File: config.mk
export PLATFORM = sky130hd
export DESIGN_NAME = sync_fifo
export DESIGN_NICKNAME = d
export VERILOG_FILES = /design/src/design/sync_fifo.sv
export SDC_FILE = /design/constraint.sdc
export NUM_CORES = 1
export LEC_CHECK = 0
export BUFFER_PORTS_ARGS = -buffer_cell sky130_fd_sc_hd__buf_4
export CAP_MARGIN = 10
export CORE_AREA = 2 2 72 74
export DETAILED_ROUTE_END_ITERATION = 7
export DIE_AREA = 0 0 74 76
export GPL_TIMING_DRIVEN = 0
export PLACE_DENSITY = 0.53
export SYNTH_ARGS = -nofsm -noshare
export SYNTH_HDL_FRONTEND = slang
export SYNTH_SLANG_ARGS = --single-unit
File: constraint.sdc
create_clock -name clk -period 2.4 [get_ports clk]
set_input_delay 0.48 -clock clk [delete_from_list [all_inputs] [get_ports clk]]
set_output_delay 0.48 -clock clk [all_outputs]
set_load 0.005 [all_outputs]
File: src/design/sync_fifo.sv
`timescale 1ns/1ps

module sync_fifo #(
    parameter type payload_t = logic [7:0],
    parameter int  DEPTH     = 4
) (
    input  logic     clk,
    input  logic     rstn,
    input  logic     push,
    input  payload_t din,
    input  logic     pop,
    output payload_t dout,
    output logic     full,
    output logic     empty
);
    localparam int PTR_W = $clog2(DEPTH);

    payload_t         mem [DEPTH];
    logic [PTR_W-1:0] wr_ptr;
    logic [PTR_W-1:0] rd_ptr;
    logic [PTR_W:0]   count;
    logic             do_push;
    logic             do_pop;

    assign do_push = push && !full;  // push on full is dropped
    assign do_pop  = pop && !empty;

    always_ff @(posedge clk) begin
        if (!rstn) begin
            wr_ptr <= '0;
            rd_ptr <= '0;
            count  <= '0;
        end else begin
            if (do_push)
                wr_ptr <= wr_ptr + 1'b1;  // depth is a power of two
            if (do_pop)
                rd_ptr <= rd_ptr + 1'b1;
            count <= count + {{PTR_W{1'b0}}, do_push} - {{PTR_W{1'b0}}, do_pop};
        end
    end

    always_ff @(posedge clk) begin
        if (do_push)
            mem[wr_ptr] <= din;
    end

    assign dout  = mem[rd_ptr];  // head entry
    assign full  = (count == (PTR_W + 1)'(DEPTH));
    assign empty = (count == '0);

endmodule

==> flow_summary.toml <==
[timing]
rsz0062_at_grt = "no"
fin_crit_sh = 0.9226
hold_viol = 0
setup-tns-final_ns = 0
min_period_ns = 2.214
slew_viol_final = 0
worst_pin_slew_ns = 0.5427
finalSetupViolCount = 0
hold_ws_ns = 0.3871
relSlewSlack = 0.6382
layout_setup_ws_ns = 0.1857
max_clock_freq_ghz = 0.4516
clock_skew_ns = 0.005385

[synth]
postSynthNetCount = 112
yosysUniqueCellTypes = 20
yosysWarnings = 0
ys_ff_latch = 41
postSynthCellCount = 93
syn_area_per_cell_um2 = 17.65
syn-cell-area_um2 = 1642
yosysSeqAreaShare = 0.6951

[clock_tree]
ctsHoldBuffers = 0
cts_max_path_buffers = 2
cts_buffers = 5
path_clk_slew_ns = 0.08
htree_num_levels = 2
clock-sinks = 41
tritoncts = "built"
clk_latency_ns = 0.29
root_buffer = "clkbuf_8"
cts_setup_buffers = 0

[critical_path]
critPathBufInv = 3
cp-start-kind = "flip-flop"
cp-end-kind = "flip-flop"
path_cells = "nor3b_2, nor2b_1, buf_6, inv_1, ha_1, inv_1, ha_1, fa_2, xnor2_2, xnor2_1, and2_1"
crit_family = "adder cells"
slowest_stage = "dfxtp_2"
slowest_delay_ns = 0.36
cp_max_fo = 7
worst-setup-path-type = "flip-flop to flip-flop"
worstPathArrival_ns = 2.40
cp.required_ns = 2.59

[layout]
nFillCells = 476
finalNonFillerCells = 191
diodes = 0
drive_above_1_share = 0.3554
synthToLayoutAreaGrowth_pct = 20.66
fin_area_um2 = 1981
post-route-util = 0.4032
fin_nets = 139

[floorplanning]
fp.dieArea_um2 = 5624
ioPinCount = 22
start_util = 0.3342
die_h_um = 76
rows = 26
core_um2 = 4912
die_w_um = 74

[placement]
place_ws_ns = 0.1068
place_area_um2 = 1879
placed_cells = 183
place.gp.congestion = 0.6025
dpl.hpwl_um = 1807
port_buffers = 20

[drt]
wl_per_cell_um = 13.83
firstDrtPassIters = 2
vias = 844
ant_nets = 0
vias_per_cell = 4.419
first_iter_violations = 29
wirelength_um = 2642
drc = 0

[global_route]
first_global_vias = 906
antenna_found_initial = 0
grt_first_pass_wirelength_um = 4319
grtUsageTotal = 0.1084
grt_max_degree = 13
grt-ovfl-total = 0

[outcome]
status = "complete, no violations"

[pwr]
ir_worst_vdd_mv = 0.3175
p_per_area_nw_per_um2 = 944.5
power_mw = 1.871
leakage_nw = 0.7101

[hold_path]
hold_class = "input port to flip-flop"

[job]
maxCapViolations = 0
[path summary, 6_finish.rpt]
check,depth (start not counted),start,slack [ns],to
max reg2reg,11,count[2],0.19,count[2]
min reg2reg,2,wr_ptr[1],0.50,wr_ptr[1]
min,1,din[0],0.39,mem[3][0]
max,11,count[2],0.19,count[2]
[cell usage in the layout, fill, tap and decap left out, drive strengths merged]
master / count
xnor2: 2
buf: 22
fa: 1
ha: 6
nor3b: 1
nand2: 6
nor2b: 2
and2: 7
nor3: 1
inv: 6
edfxtp: 32
dfxtp: 9
clkinv: 2
a21boi: 1
mux4: 8
nand4bb: 1
mux2i: 2
clkbuf: 8
o21ai: 3
or3: 1
[sequential cells by signal, summed over array words and instances (netlist names), named ones only]
name and count:
mem 32, count 3, rd_ptr 2, wr_ptr 2
[final cells by class]
type | count | area, um2 | area share
flip-flops and latches | 41 | 1144 | 0.5774
multi-input cells | 42 | 470.5 | 0.2375
well taps | 70 | 87.58 | 0.04422
clock inverters | 2 | 10.01 | 0.005054
inverters | 6 | 22.52 | 0.01137
clock buffers | 6 | 72.57 | 0.03664
plain buffers | 4 | 23.77 | 0.01200
repair buffers | 20 | 150.1 | 0.07581
[power by group]
part	switching [mW]	total, mW	leakage (nW)	internal [mW]
clock	0.229	0.430	0.0450	0.201
combinational	0.223	0.519	0.297	0.295
sequential	0.0511	0.922	0.368	0.871
[layer usage]
metal / track usage / up-vias / share of wire
li1: - / 396 / -
met1: 0.1249 / 421 / 0.42
met2: 0.1759 / 20 / 0.51
met3: 0.02910 / 7 / 0.043
met4: 0.06545 / 0 / 0.026
met5: 0 / - / 0
[kinds of logic (layout without fill, tap and decap cells)]
group / after synthesis / after routing / share of synthesized area
flops: 41 / 41 / 0.6951
simple gates: 19 / 19 / 0.07241
mux: 10 / 10 / 0.1220
buf+inv: 10 / 38 / 0.02820
fa+ha+maj: 7 / 7 / 0.05793
compound gates: 4 / 4 / 0.01372
xor+xnor: 2 / 2 / 0.01067
[cells in the mapped netlist]
| cell | count | area share |
|---|---|---|
| xnor2_1 | 2 | 0.011 |
| nor3b_2 | 1 | 0.0076 |
| nor2b_1 | 2 | 0.0076 |
| clkbuf_1 | 2 | 0.0046 |
| mux2i_1 | 2 | 0.012 |
| inv_1 | 6 | 0.014 |
| edfxtp_1 | 32 | 0.59 |
| buf_6 | 1 | 0.0069 |
| and2_1 | 7 | 0.027 |
| ha_1 | 6 | 0.046 |
| nand2_1 | 6 | 0.014 |
| nor3_2 | 1 | 0.0061 |
| a21boi_1 | 1 | 0.0046 |
| fa_1 | 1 | 0.012 |
| buf_2 | 1 | 0.0030 |
| mux4_2 | 8 | 0.11 |
| o21ai_0 | 3 | 0.0091 |
| nand4bb_1 | 1 | 0.0069 |
| dfxtp_1 | 9 | 0.11 |
| or3_1 | 1 | 0.0038 |
[what timing repair did]
item,in CTS,in global routing
endpoints found under the setup margin,0,1
resized for setup,0,5
hold endpoints to repair,0,0
(Power assumes the default switching activity.)
