### src/design/ddr_native_pkg.sv
package ddr_native_pkg;

    localparam int WORDS_PER_LINE = 8;
    localparam int LINE_W         = 256;
    localparam int LINE_STRB_W    = LINE_W / 8;
    localparam int MAX_BURST      = 16;   // lines per native burst
    localparam int DDR_ADDR_W     = 28;   // word address, same space as AXI
    localparam int DDR_ID_W       = 4;
    localparam int DDR_LEN_W      = 4;    // lines minus one

    localparam int LINE_FIFO_DEPTH = 32;  // two full bursts
    localparam int CMD_FIFO_DEPTH  = 4;

    // one DDR line
    typedef struct packed {
        logic [LINE_W-1:0]      data;
        logic [LINE_STRB_W-1:0] strb;
    } ddr_line_t;

    // one native burst command
    typedef struct packed {
        logic [DDR_ADDR_W-1:0] addr;         // low 3 bits always zero
        logic [DDR_LEN_W-1:0]  len;
        logic [DDR_ID_W-1:0]   id;
        logic                  final_burst;  // last burst of the AXI write
    } ddr_cmd_t;

endpackage

### src/design/ddr_burst_issuer.sv
`timescale 1ns/1ps

module ddr_burst_issuer (
    input  logic                      clk,
    input  logic                      rstn,
    input  ddr_native_pkg::ddr_cmd_t  cmd_in,
    input  logic                      cmd_empty,
    output logic                      cmd_pop,
    input  ddr_native_pkg::ddr_line_t line_in,
    input  logic                      line_empty,
    output logic                      line_pop,
    output ddr_native_pkg::ddr_cmd_t  ddr_cmd,
    output logic                      ddr_cmd_valid,
    input  logic                      ddr_cmd_ready,
    output ddr_native_pkg::ddr_line_t ddr_line,
    output logic                      ddr_line_valid,
    input  logic                      ddr_line_ready,
    output logic                      ddr_line_last,
    output logic                      final_done
);
    typedef enum logic [1:0] {
        ST_IDLE,
        ST_ADDR,
        ST_DATA
    } state_t;

    state_t                                state;
    logic [ddr_native_pkg::DDR_LEN_W-1:0] beat;
    logic                                  line_xfer;

    assign cmd_pop        = (state == ST_IDLE) && !cmd_empty;
    assign ddr_cmd_valid  = (state == ST_ADDR);
    assign ddr_line       = line_in;
    assign ddr_line_valid = (state == ST_DATA) && !line_empty;  // lines are queued before the cmd
    assign ddr_line_last  = (state == ST_DATA) && (beat == ddr_cmd.len);
    assign line_xfer      = ddr_line_valid && ddr_line_ready;
    assign line_pop       = line_xfer;
    assign final_done     = line_xfer && ddr_line_last && ddr_cmd.final_burst;

    always_ff @(posedge clk) begin
        if (!rstn) begin
            state <= ST_IDLE;
            beat  <= '0;
        end else begin
            case (state)
                ST_IDLE: begin
                    if (!cmd_empty)
                        state <= ST_ADDR;
                end
                ST_ADDR: begin
                    if (ddr_cmd_ready) begin
                        state <= ST_DATA;
                        beat  <= '0;
                    end
                end
                ST_DATA: begin
                    if (line_xfer) begin
                        if (ddr_line_last)
                            state <= ST_IDLE;
                        else
                            beat <= beat + 1'b1;
                    end
                end
                default: state <= ST_IDLE;
            endcase
        end
    end

    // head command held for the whole burst
    always_ff @(posedge clk) begin
        if (cmd_pop)
            ddr_cmd <= cmd_in;
    end

endmodule

### config.mk
export PLATFORM = sky130hd
export DESIGN_NAME = ddr_burst_issuer
export DESIGN_NICKNAME = d
export VERILOG_FILES = /design/src/design/ddr_native_pkg.sv /design/src/design/ddr_burst_issuer.sv
export SDC_FILE = /design/constraint.sdc
export NUM_CORES = 1
export LEC_CHECK = 0
export ABC_AREA = 1
export BUFFER_PORTS_ARGS = -buffer_cell sky130_fd_sc_hd__buf_2
export CAP_MARGIN = 20
export CORE_AREA = 8 8 248 250
export CTS_CLUSTER_SIZE = 30
export DETAILED_ROUTE_END_ITERATION = 10
export DIE_AREA = 0 0 256 258
export PLACE_DENSITY = 0.3
export SYNTH_ARGS = -nofsm -noshare
export SYNTH_HDL_FRONTEND = slang
export SYNTH_SLANG_ARGS = --single-unit
### constraint.sdc
create_clock -name clk -period 5.7 [get_ports clk]
set_input_delay 1.14 -clock clk [delete_from_list [all_inputs] [get_ports clk]]
set_output_delay 1.14 -clock clk [all_outputs]
set_load 0.05 [all_outputs]
==> key figures <==
Clock tree
  • Clock Latency Late Sink: 300 ps
  • Hold-fix buffers at CTS: 0
  • Post-cts sizing count: 0
  • Sink Count: 43
  • Clock Tree Buf Depth: 2
  • CTS tree: done
  • H-Tree Depth: 2
  • Root Driver: clkbuf_16
  • Post-CTS Setup Bufs: 0
  • Clk slew on worst S/H paths: 70 ps
  • CTS Buf Count: 5

Route
  • Drt total wl: approximately 27 mm
  • Drt first pass iters: 3
  • DR iter-0 viols: 80
  • Final ANT Viol Nets: 0
  • Routed length per instance: 27.6 µm
  • DR vias/cell: 1.71
  • Via count: around 1,700
  • Drt drc: 0

Timing
  • Max Transition Viols Final: 0
  • Worst slew pin tran: 533 ps
  • Peak Freq: 327 MHz
  • Total Neg Setup Slack: 0 ps
  • Skew final: 7.28 ps
  • Slew HR: 0.645
  • WHS: just over 500 ps
  • Final Cycle Share: 0.537
  • Final WS setup: 2640 ps
  • Final Setup Violations: 0
  • Post-layout min period: between 3000 and 4000 ps
  • RSZ-0062 raised after global routing: false
  • Hold Fails Final Rpt: 0

Floorplanning
  • Chip height: ~260 µm
  • Die ar.: between 60,000 and 70,000 µm²
  • FP Rows: 88
  • Die W: between 200 and 300 µm
  • Top Ports: 662
  • Initial Util: 0.0650
  • Core area: between 50,000 and 60,000 µm²

Placed design
  • I/O Buffers: 85
  • DP Wirelength: 24.9 mm
  • Pre-CTS setup slack: around 2600 ps
  • Placed cell count: between 900 and 1,000
  • Placed Area: 2970 µm²
  • GP Congestion: between 0.6 and 0.7

Pwr
  • Final Power: 0.825 mW
  • Leak: ~1.0 nW
  • Pwr Density: 264 nW/µm²
  • Internal: 0.565 mW
  • Comb pwr share: 0.168
  • Switching pwr: approximately 0.26 mW
  • Worst vdd ir: 0.173 mV
  • Clock Power Share: 0.376
  • Sequential Power Share: 0.457
  • Switching share of power: 0.314

Synthesis
  • Syn nets: 734
  • Largest area contributor in the netlist: buf_4
  • Sequential fraction of the synthesis area: 0.330
  • Syn Inst Count: 402
  • Ys Warns: 0
  • Synth top area cells: buf_4 58%, edfxtp_1 30%, dfxtp_1 3.2%
  • Cell Area, Synth: 3730 µm²
  • Top cell type's share of synthesized area: 0.580
  • Avg Cell Area, Syn: approximately 9.3 µm²
  • Synth Register Bits: 43
  • Synth cell types: 18

Critical path
  • Crit-path cells: buf_2, nor2_4, nand2_2, inv_1, and3_1, buf_2
  • Startpoint types: input pin
  • CP Class: input pin to output port
  • CP Capture Type: output port
  • Worst Path Arrival: 1920 ps
  • CP Data Required Time: 4560 ps
  • Crit-path max FO: 2
  • CP delay by family, top: buffers and inverters
  • Buffers & Inverters on Critical Path: 3
  • Most used cell, CP: buf_2
  • Max incr delay on CP: 260 ps
  • Crit-path slowest cell: buf_2

Global routing
  • First-pass GRT wire length: 30.7 mm
  • GRT Util Overall: 0.0757
  • Vias in the first global route: about 1,900
  • Largest net degree at the start of global routing: 39
  • GR Overflow Total: 0
  • Antenna violations before repair: 0

Min path
  • HP Class: register to register

Finish
  • Fin util: 0.0544
  • Final non-filler cell total: 973
  • Finished Cell Area: 3120 µm²
  • Ant. Diodes: 0
  • Share of cells above drive strength 1: 0.481
  • Layout area overhead: -16.3%
  • Final net count: 539

Status
  • Status: finished, final reports clean

Job
  • Max Cap Viol: 0
## layout make-up
type	count	area, µm²
sequential	43	1230
clock buffer	5	125
timing repair buffer	86	433
tap	765	957
clock inverter	3	26.3
multi-input combinational	56	289
inverter	15	56.3
fill	6729	54200
## cells by family (layout without fill, tap and decap cells)
| group | after synthesis | count (layout) | synth area share |
|---|---|---|---|
| flip-flops | 43 | 43 | 0.330 |
| AND/OR/NAND/NOR | 45 | 45 | 0.0520 |
| buffers and inverters | 303 | 109 | 0.595 |
| XOR/XNOR | 2 | 2 | 0.00470 |
| adder cells (fa/ha/maj) | 1 | 1 | 0.00336 |
| AO/OA/AOI/OAI | 8 | 8 | 0.0144 |
## state kept, by name, indices dropped and copies added, names as in the netlist
| signal | count |
|---|---|
| beat | 4 |
| ddr_cmd | 37 |
| state | 2 |
## cells in the final DEF, fill, tap and decap left out
master,instances
edfxtp_1,37
inv_1,15
clkbuf_16,5
o21a_1,1
ha_1,1
xnor2_1,1
and3_1,1
o21ai_0,1
nand2_1,24
buf_2,85
nor3_4,1
a21oi_1,5
nor2_4,1
inv_6,2
dfxtp_1,6
buf_4,1
nor2_1,10
nand2_2,3
xor2_1,1
nand3_1,5
clkinv_4,1
a21oi_4,1
## synthesized netlist by cell type (all sizes together)
cell type  number
edfxtp         37
nor3            1
and3            1
o21a            1
nand3           5
buf           288
o21ai           1
nor2           11
dfxtp           6
inv            15
xnor2           1
ha              1
nand2          27
a21oi           6
xor2            1
## power groups by stage
| stage | sequential, mW | clock [mW] | combinational [mW] |
|---|---|---|---|
| floorplan | 0.447 | 0 | 0.574 |
| global placement | 0.384 | 0 | 0.142 |
| detailed placement | 0.384 | 0 | 0.141 |
| CTS | 0.377 | 0.328 | 0.141 |
| global route | 0.380 | 0.333 | 0.148 |
| finish | 0.377 | 0.310 | 0.138 |
## metal layers
layer | up-vias | part of all wire | GRT usage
met2 | 413 | 0.45 | 0.120
li1 | 570 | - | -
met4 | 0 | 0.054 | 0.0395
met1 | 587 | 0.14 | 0.0293
met5 | - | 0 | 0
met3 | 93 | 0.35 | 0.128
## worst paths after layout
path	start	end	slack [ps]	depth (start not counted)
min	beat[3]	beat[3]	520	2
max reg2reg	state[0]	state[1]	4180	7
max	line_empty	final_done	2640	6
min reg2reg	beat[3]	beat[3]	520	2
## worst reg2reg max path, stage by stage, from the launching register on
cell and delay [ps]:
dfxtp_1 460, inv_1 80, nand2_2 150, inv_1 140
a21oi_4 300, nand2_1 70, o21ai_0 160, inv_1 60
No activity file was read; power rests on OpenSTA's default activity.
