**config.mk**
```make
export PLATFORM = sky130hd
export DESIGN_NAME = ddr3_write
export DESIGN_NICKNAME = d
export VERILOG_FILES = /design/src/design/ddr_axi_pkg.sv /design/src/design/ddr_native_pkg.sv /design/src/design/ddr3_write.sv /design/src/design/word_packer.sv
export SDC_FILE = /design/constraint.sdc
export NUM_CORES = 1
export LEC_CHECK = 0
export ABC_AREA = 1
export BUFFER_PORTS_ARGS = -buffer_cell sky130_fd_sc_hd__buf_2
export CORE_UTILIZATION = 35
export DETAILED_ROUTE_END_ITERATION = 12
export PLACE_DENSITY = 0.67
export SLEW_MARGIN = 5
export SYNTH_ARGS = -nofsm -noshare
export SYNTH_HDL_FRONTEND = slang
export SYNTH_SLANG_ARGS = --single-unit
```
**constraint.sdc**
```tcl
create_clock -name clk -period 4.8 [get_ports clk]
set_input_delay 0.24 -clock clk [delete_from_list [all_inputs] [get_ports clk]]
set_output_delay 0.24 -clock clk [all_outputs]
set_load 0.1 [all_outputs]
```
**src/design/ddr_axi_pkg.sv**
```systemverilog
package ddr_axi_pkg;

    localparam int AXI_ID_W   = 4;
    localparam int AXI_ADDR_W = 28;  // word address
    localparam int AXI_DATA_W = 32;
    localparam int AXI_STRB_W = AXI_DATA_W / 8;

    localparam logic [1:0] AXI_RESP_OKAY = 2'b00;

    // write address channel
    typedef struct packed {
        logic [AXI_ID_W-1:0]   id;
        logic [AXI_ADDR_W-1:0] addr;
        logic [7:0]            len;    // beats minus one
        logic [1:0]            burst;  // incrementing only
    } axi_aw_t;

    // write data channel
    typedef struct packed {
        logic [AXI_DATA_W-1:0] data;
        logic [AXI_STRB_W-1:0] strb;
        logic                  last;
    } axi_w_t;

    // write response channel
    typedef struct packed {
        logic [AXI_ID_W-1:0] id;
        logic [1:0]          resp;
    } axi_b_t;

endpackage

```
**src/design/ddr_native_pkg.sv**
```systemverilog
package ddr_native_pkg;

    localparam int WORDS_PER_LINE = 8;
    localparam int LINE_W         = 256;
    localparam int LINE_STRB_W    = LINE_W / 8;
    localparam int MAX_BURST      = 16;   // lines per native burst
    localparam int DDR_ADDR_W     = 28;   // word address, same space as AXI
    localparam int DDR_ID_W       = 4;
    localparam int DDR_LEN_W      = 4;    // lines minus one

    localparam int LINE_FIFO_DEPTH = 32;  // two full bursts
    localparam int CMD_FIFO_DEPTH  = 4;

    // one DDR line
    typedef struct packed {
        logic [LINE_W-1:0]      data;
        logic [LINE_STRB_W-1:0] strb;
    } ddr_line_t;

    // one native burst command
    typedef struct packed {
        logic [DDR_ADDR_W-1:0] addr;         // low 3 bits always zero
        logic [DDR_LEN_W-1:0]  len;
        logic [DDR_ID_W-1:0]   id;
        logic                  final_burst;  // last burst of the AXI write
    } ddr_cmd_t;

endpackage

```
**src/design/ddr3_write.sv**
```systemverilog
`timescale 1ns/1ps

module ddr3_write (
    input  logic                      clk,
    input  logic                      rstn,
    input  ddr_axi_pkg::axi_aw_t      aw,
    input  logic                      aw_valid,
    output logic                      aw_ready,
    input  ddr_axi_pkg::axi_w_t       w,
    input  logic                      w_valid,
    output logic                      w_ready,
    output ddr_axi_pkg::axi_b_t       b,
    output logic                      b_valid,
    input  logic                      b_ready,
    output ddr_native_pkg::ddr_line_t line_out,
    output logic                      line_push,
    input  logic                      line_full,
    output ddr_native_pkg::ddr_cmd_t  cmd_out,
    output logic                      cmd_push,
    input  logic                      cmd_full,
    input  logic                      final_done
);
    localparam int AW = ddr_axi_pkg::AXI_ADDR_W;

    typedef enum logic [1:0] {
        ST_IDLE,
        ST_FILL,
        ST_FLUSH,
        ST_RESP
    } state_t;

    state_t                          state;
    logic [ddr_axi_pkg::AXI_ID_W-1:0] id_q;
    logic [AW-1:0]                   burst_addr;
    logic [AW-1:0]                   end_addr;
    logic [AW-4:0]                   line_span;
    logic [2:0]                      lead_cnt;    // leading pad words left
    logic [2:0]                      trail_cnt;   // trailing pad words left
    logic [5:0]                      lines_left;  // up to 33 lines per write
    logic [4:0]                      burst_cnt;   // lines packed into current burst
    logic                            burst_done;
    logic                            cmd_wait;
    logic                            pad_now;
    ddr_axi_pkg::axi_w_t             pk_word;
    logic                            pk_valid;
    logic                            pk_ready;
    logic                            pk_take;

    assign end_addr  = aw.addr + {{(AW - 8){1'b0}}, aw.len};
    assign line_span = end_addr[AW-1:3] - aw.addr[AW-1:3];

    assign aw_ready = (state == ST_IDLE);

    // burst ends at 16 lines or at the last line of the write
    assign burst_done = (burst_cnt != '0) &&
                        ((burst_cnt == 5'(ddr_native_pkg::MAX_BURST)) ||
                         ({1'b0, burst_cnt} == lines_left));
    assign cmd_push   = burst_done && !cmd_full;
    assign cmd_wait   = burst_done && cmd_full;  // hold the packer until the command goes

    assign cmd_out.addr        = burst_addr;
    assign cmd_out.len         = 4'(burst_cnt - 5'd1);
    assign cmd_out.id          = id_q;
    assign cmd_out.final_burst = ({1'b0, burst_cnt} == lines_left);

    // pads first, AXI words in between, pads again after last
    assign pad_now  = ((state == ST_FILL) && (lead_cnt != '0)) ||
                      ((state == ST_FLUSH) && (trail_cnt != '0));
    assign pk_word  = pad_now ? '0 : w;
    assign pk_valid = !cmd_wait && (pad_now || ((state == ST_FILL) && w_valid));
    assign pk_take  = pk_valid && pk_ready;
    assign w_ready  = (state == ST_FILL) && (lead_cnt == '0) && pk_ready && !cmd_wait;

    assign b.id   = id_q;
    assign b.resp = ddr_axi_pkg::AXI_RESP_OKAY;

    always_ff @(posedge clk) begin
        if (!rstn) begin
            state      <= ST_IDLE;
            lead_cnt   <= '0;
            trail_cnt  <= '0;
            lines_left <= '0;
            burst_cnt  <= '0;
            b_valid    <= 1'b0;
        end else begin
            case (state)
                ST_IDLE: begin
                    if (aw_valid) begin
                        state      <= ST_FILL;
                        lead_cnt   <= aw.addr[2:0];
                        trail_cnt  <= 3'd7 - end_addr[2:0];
                        lines_left <= line_span[5:0] + 6'd1;
                    end
                end
                ST_FILL: begin
                    if (pad_now && pk_take)
                        lead_cnt <= lead_cnt - 3'd1;
                    if (w_valid && w_ready && w.last)
                        state <= ST_FLUSH;
                end
                ST_FLUSH: begin
                    if (pad_now && pk_take)
                        trail_cnt <= trail_cnt - 3'd1;
                    if (cmd_push && cmd_out.final_burst)
                        state <= ST_RESP;
                end
                ST_RESP: begin
                    if (b_valid && b_ready)
                        state <= ST_IDLE;
                end
                default: state <= ST_IDLE;
            endcase

            if (cmd_push) begin
                burst_cnt  <= {4'd0, line_push};
                lines_left <= lines_left - {1'b0, burst_cnt};
            end else if (line_push) begin
                burst_cnt <= burst_cnt + 5'd1;
            end

            if (final_done)
                b_valid <= 1'b1;  // last line of final burst accepted by DDR
            else if (b_ready)
                b_valid <= 1'b0;
        end
    end

    always_ff @(posedge clk) begin
        if (aw_valid && aw_ready) begin
            id_q       <= aw.id;
            burst_addr <= {aw.addr[AW-1:3], 3'b000};  // line aligned
        end else if (cmd_push) begin
            burst_addr <= burst_addr + {{(AW - 8){1'b0}}, burst_cnt, 3'b000};
        end
    end

    word_packer u_packer (
        .clk        (clk),
        .rstn       (rstn),
        .word       (pk_word),
        .word_valid (pk_valid),
        .word_ready (pk_ready),
        .line_out   (line_out),
        .line_push  (line_push),
        .line_full  (line_full)
    );

endmodule

```
**src/design/word_packer.sv**
```systemverilog
`timescale 1ns/1ps

module word_packer (
    input  logic                      clk,
    input  logic                      rstn,
    input  ddr_axi_pkg::axi_w_t       word,
    input  logic                      word_valid,
    output logic                      word_ready,
    output ddr_native_pkg::ddr_line_t line_out,
    output logic                      line_push,
    input  logic                      line_full
);
    localparam int SLOT_W = $clog2(ddr_native_pkg::WORDS_PER_LINE);
    localparam logic [SLOT_W-1:0] LAST_SLOT = SLOT_W'(ddr_native_pkg::WORDS_PER_LINE - 1);

    logic [SLOT_W-1:0] slot;  // lane for the next word
    logic              take;

    assign word_ready = !line_full;
    assign take       = word_valid && word_ready;

    always_ff @(posedge clk) begin
        if (!rstn) begin
            slot      <= '0;
            line_push <= 1'b0;
        end else begin
            line_push <= take && (slot == LAST_SLOT);  // line complete after 8th word
            if (take)
                slot <= slot + 1'b1;  // wraps to lane 0
        end
    end

    // word 0 sits in the lowest lane
    always_ff @(posedge clk) begin
        if (take) begin
            line_out.data[slot*ddr_axi_pkg::AXI_DATA_W +: ddr_axi_pkg::AXI_DATA_W] <= word.data;
            line_out.strb[slot*ddr_axi_pkg::AXI_STRB_W +: ddr_axi_pkg::AXI_STRB_W] <= word.strb;
        end
    end

endmodule

```
==> out/results.txt <==
status: complete, no violations
nature of the critical path endpoint: flip-flop
Hold Path Stages: 3
row count: 77
Critical Path Fanout Max: 72
gate count after technology mapping: 1476
Yosys cell types: 39
Least-Margin Pin Slew: 1150 ps
chip height: 213 µm
Largest stage delay, worst path: 700 ps
top cell type's share of synthesized area: 60.9%
Setup crit start kind: flip-flop
leak pwr: 8.27 nW
Core Box Area: 44100 µm²
DR vias: 12200
drt drc: 0
Post-CTS Setup Repair Bufs: 0
critical path start-end classification: flip-flop to flip-flop
CP Cell Sequence: inv_1, ha_2, ha_2, inv_2, buf_4, nor2_1, inv_2, buf_4, or2_4, buf_4, nor2_1
first drt pass iteration count: 5
number of inserted diodes: 0
FF+latch count, synth: 341
Die X: 213 µm
total chip power: 0.0113 W
Yosys Warn Count: 0
clock tree root buffer cell: clkbuf_16
post-route ant nets: 0
Pwr Density: 572 nW/µm²
area leader, netlist: edfxtp_1
Post-Route WL: 49200 µm
GPL Wtd Cong: 0.879
Overflow after GRT: 0
Hold Fails Final Rpt: 0
skew final: 23.6 ps
first-pass GRT wire length: 70800 µm
Syn Area/Cell: 10.6 µm²
maximum clock frequency: 305 MHz
clk slew on worst S/H paths: 60 ps
Hold Crit Class: input pin to flip-flop
design area: 19700 µm²
Die Area: 45500 µm²
final core utilization: 44.7%
max-slew violation count: 0
hold buffers post-CTS: 25
# fillers: 4253
Worst Hold Launch: aw[14]
Placed Area: 18300 µm²
Longest Clk Path Bufs: 3
Hold Path Sink: burst_addr[4]
area grow syn2layout: 26.3%
most frequent cells in the layout: 415 x buf_2, 317 x edfxtp_1, 294 x nor2_1
CTS tree: built
clock latency on the worst-skew pair: 550 ps
Nets: 2035
vias per cell: 4.84
vias in the first global route: 11500
Setup-failing EPs final: 0
Overall Global Routing Usage: 21.1%
unrepaired setup endpoints after global routing: no
worst hold slack: 49.2 ps
Worst IR Drop VDD: 0.000647 V
total CTS buffers: 38
Critical Path AT: 3550 ps
most frequent cell on the critical path: buf_4
synthesized area: 15600 µm²
# port buffers: 415
number of flops mapped to enable cells by yosys: 317
Worst EP required: 5070 ps
Ports: 423
ys async rst share: 0%
reg2reg start: u_packer.slot[1]
reg2reg path depth: 11
Reg2Reg Setup Slack: 1520 ps
share of cells above drive strength 1: 29.7%
commonest non-fill, non-tap cell in the layout: buf_2
largest cells by area after synthesis: edfxtp_1 61%, nor2_1 7.1%, nand2_1 4.4%, inv_1 4.4%, ha_1 3.3%
initial antenna violation count: 0
H-Tree Level Count: 2
hpwl dp: 35700 µm
FF-to-FF End: u_packer.line_out[149]
largest net degree at the start of global routing: 76
fin crit period: 3280 ps
Post-CTS Resized: 0
Max Cap Viol: 0
first-iteration detailed-routing DRC count: 1189
register area share after synthesis: 64.0%
slowest CP cell: buf_4
Clock Sinks: 341
slew margin rel.: 23.0%
family with the most delay on the worst path: buffers and inverters
final worst-path cycle share: 68.4%
combined buffer and inverter count along the critical path: 6
WL/cell: 19.5 µm
Starting Density: 35.4%
Most used DFF post-synth: edfxtp_1
-- cell families after synthesis --
family | synth area share [%]
AO/OA/AOI/OAI | 3.05
flip-flops | 64.0
buffers and inverters | 7.14
XOR/XNOR | 0.897
adder cells (fa/ha/maj) | 3.80
AND/OR/NAND/NOR | 21.1
other | 0.0240
-- cells in the mapped netlist, drive strengths merged (4+ instances only) --
cell type  count
buf           41
nand3         87
clkbuf        37
nand2        187
nor3         121
xnor2          8
a21oi         41
nand3b         5
nand4         13
nor2         299
fa             4
o21ai         37
inv          188
xor2           8
ha            41
dfxtp         24
edfxtp       317
-- power by group --
part | internal [W] | switching, W | total (W)
logic | 0.000854 | 0.00389 | 0.00474
registers | 0.00359 | 0.000141 | 0.00374
clock network | 0.00157 | 0.00123 | 0.00281
-- worst max path at each step --
| stage | startpoint | depth (start not counted) | slack, ps | endpoint |
|---|---|---|---|---|
| 6_report | u_packer.slot[1] | 11 | 1520 | u_packer.line_out[149] |
| 5_1_grt | u_packer.slot[1] | 11 | 1290 | u_packer.line_out[130] |
| 4_1_cts | u_packer.slot[1] | 11 | 1420 | u_packer.line_out[146] |
| 3_5_place_dp | u_packer.slot[1] | 11 | 1440 | u_packer.line_out[128] |
| 3_3_place_gp | u_packer.slot[1] | 11 | 1500 | u_packer.line_out[158] |
| 2_1_floorplan | u_packer.slot[0] | 10 | -90 | u_packer.line_out[192] |
-- final cells by class --
| class | count | area (µm²) | area share (%) |
|---|---|---|---|
| clock buffer | 41 | 962 | 4.88 |
| multi-input combinational | 873 | 4610 | 23.4 |
| timing repair buffer | 461 | 2480 | 12.6 |
| sequential | 341 | 10000 | 50.7 |
| inverter | 188 | 706 | 3.58 |
| clock inverter | 28 | 219 | 1.11 |
| tap | 592 | 741 | 3.76 |
-- worst min-delay path, delay by kind of cell --
| family | cells | cell delay (ps) |
|---|---|---|
| and+or+nand+nor | 1 | 50 |
| AOI/OAI and AO/OA | 1 | 60 |
| buffers and inverters | 1 | 110 |
-- stage by stage --
stage / setup WS (ps) / std cells / TNS, ps
6_report: 1520 / 2524 / 0
5_1_grt: 1290 / 2524 / 0
4_1_cts: 1420 / 2524 / 0
3_5_place_dp: 1440 / 2430 / 0
3_3_place_gp: 1500 / 2430 / 0
2_1_floorplan: -90.5 / 1480 / -6510
-- layer usage --
metal  GRT usage (%)  vias to the layer above  share of wire (%)
li1                -                     5764                  -
met1            27.2                     5797                 40
met2            35.3                      557                 49
met3            3.60                       91                7.1
met4            8.25                        0                3.6
met5               0                        -                  0
-- flip-flops by register name (all words and copies together), names as in the netlist --
signal and flops:
state 2, u_packer.slot 3, u_packer.line_out 288, u_packer.line_push 1
burst_addr 25, burst_cnt 5, trail_cnt 3, lines_left 6
id_q 4, b_valid 1, lead_cnt 3
No activity file was read; power rests on OpenSTA's default activity.
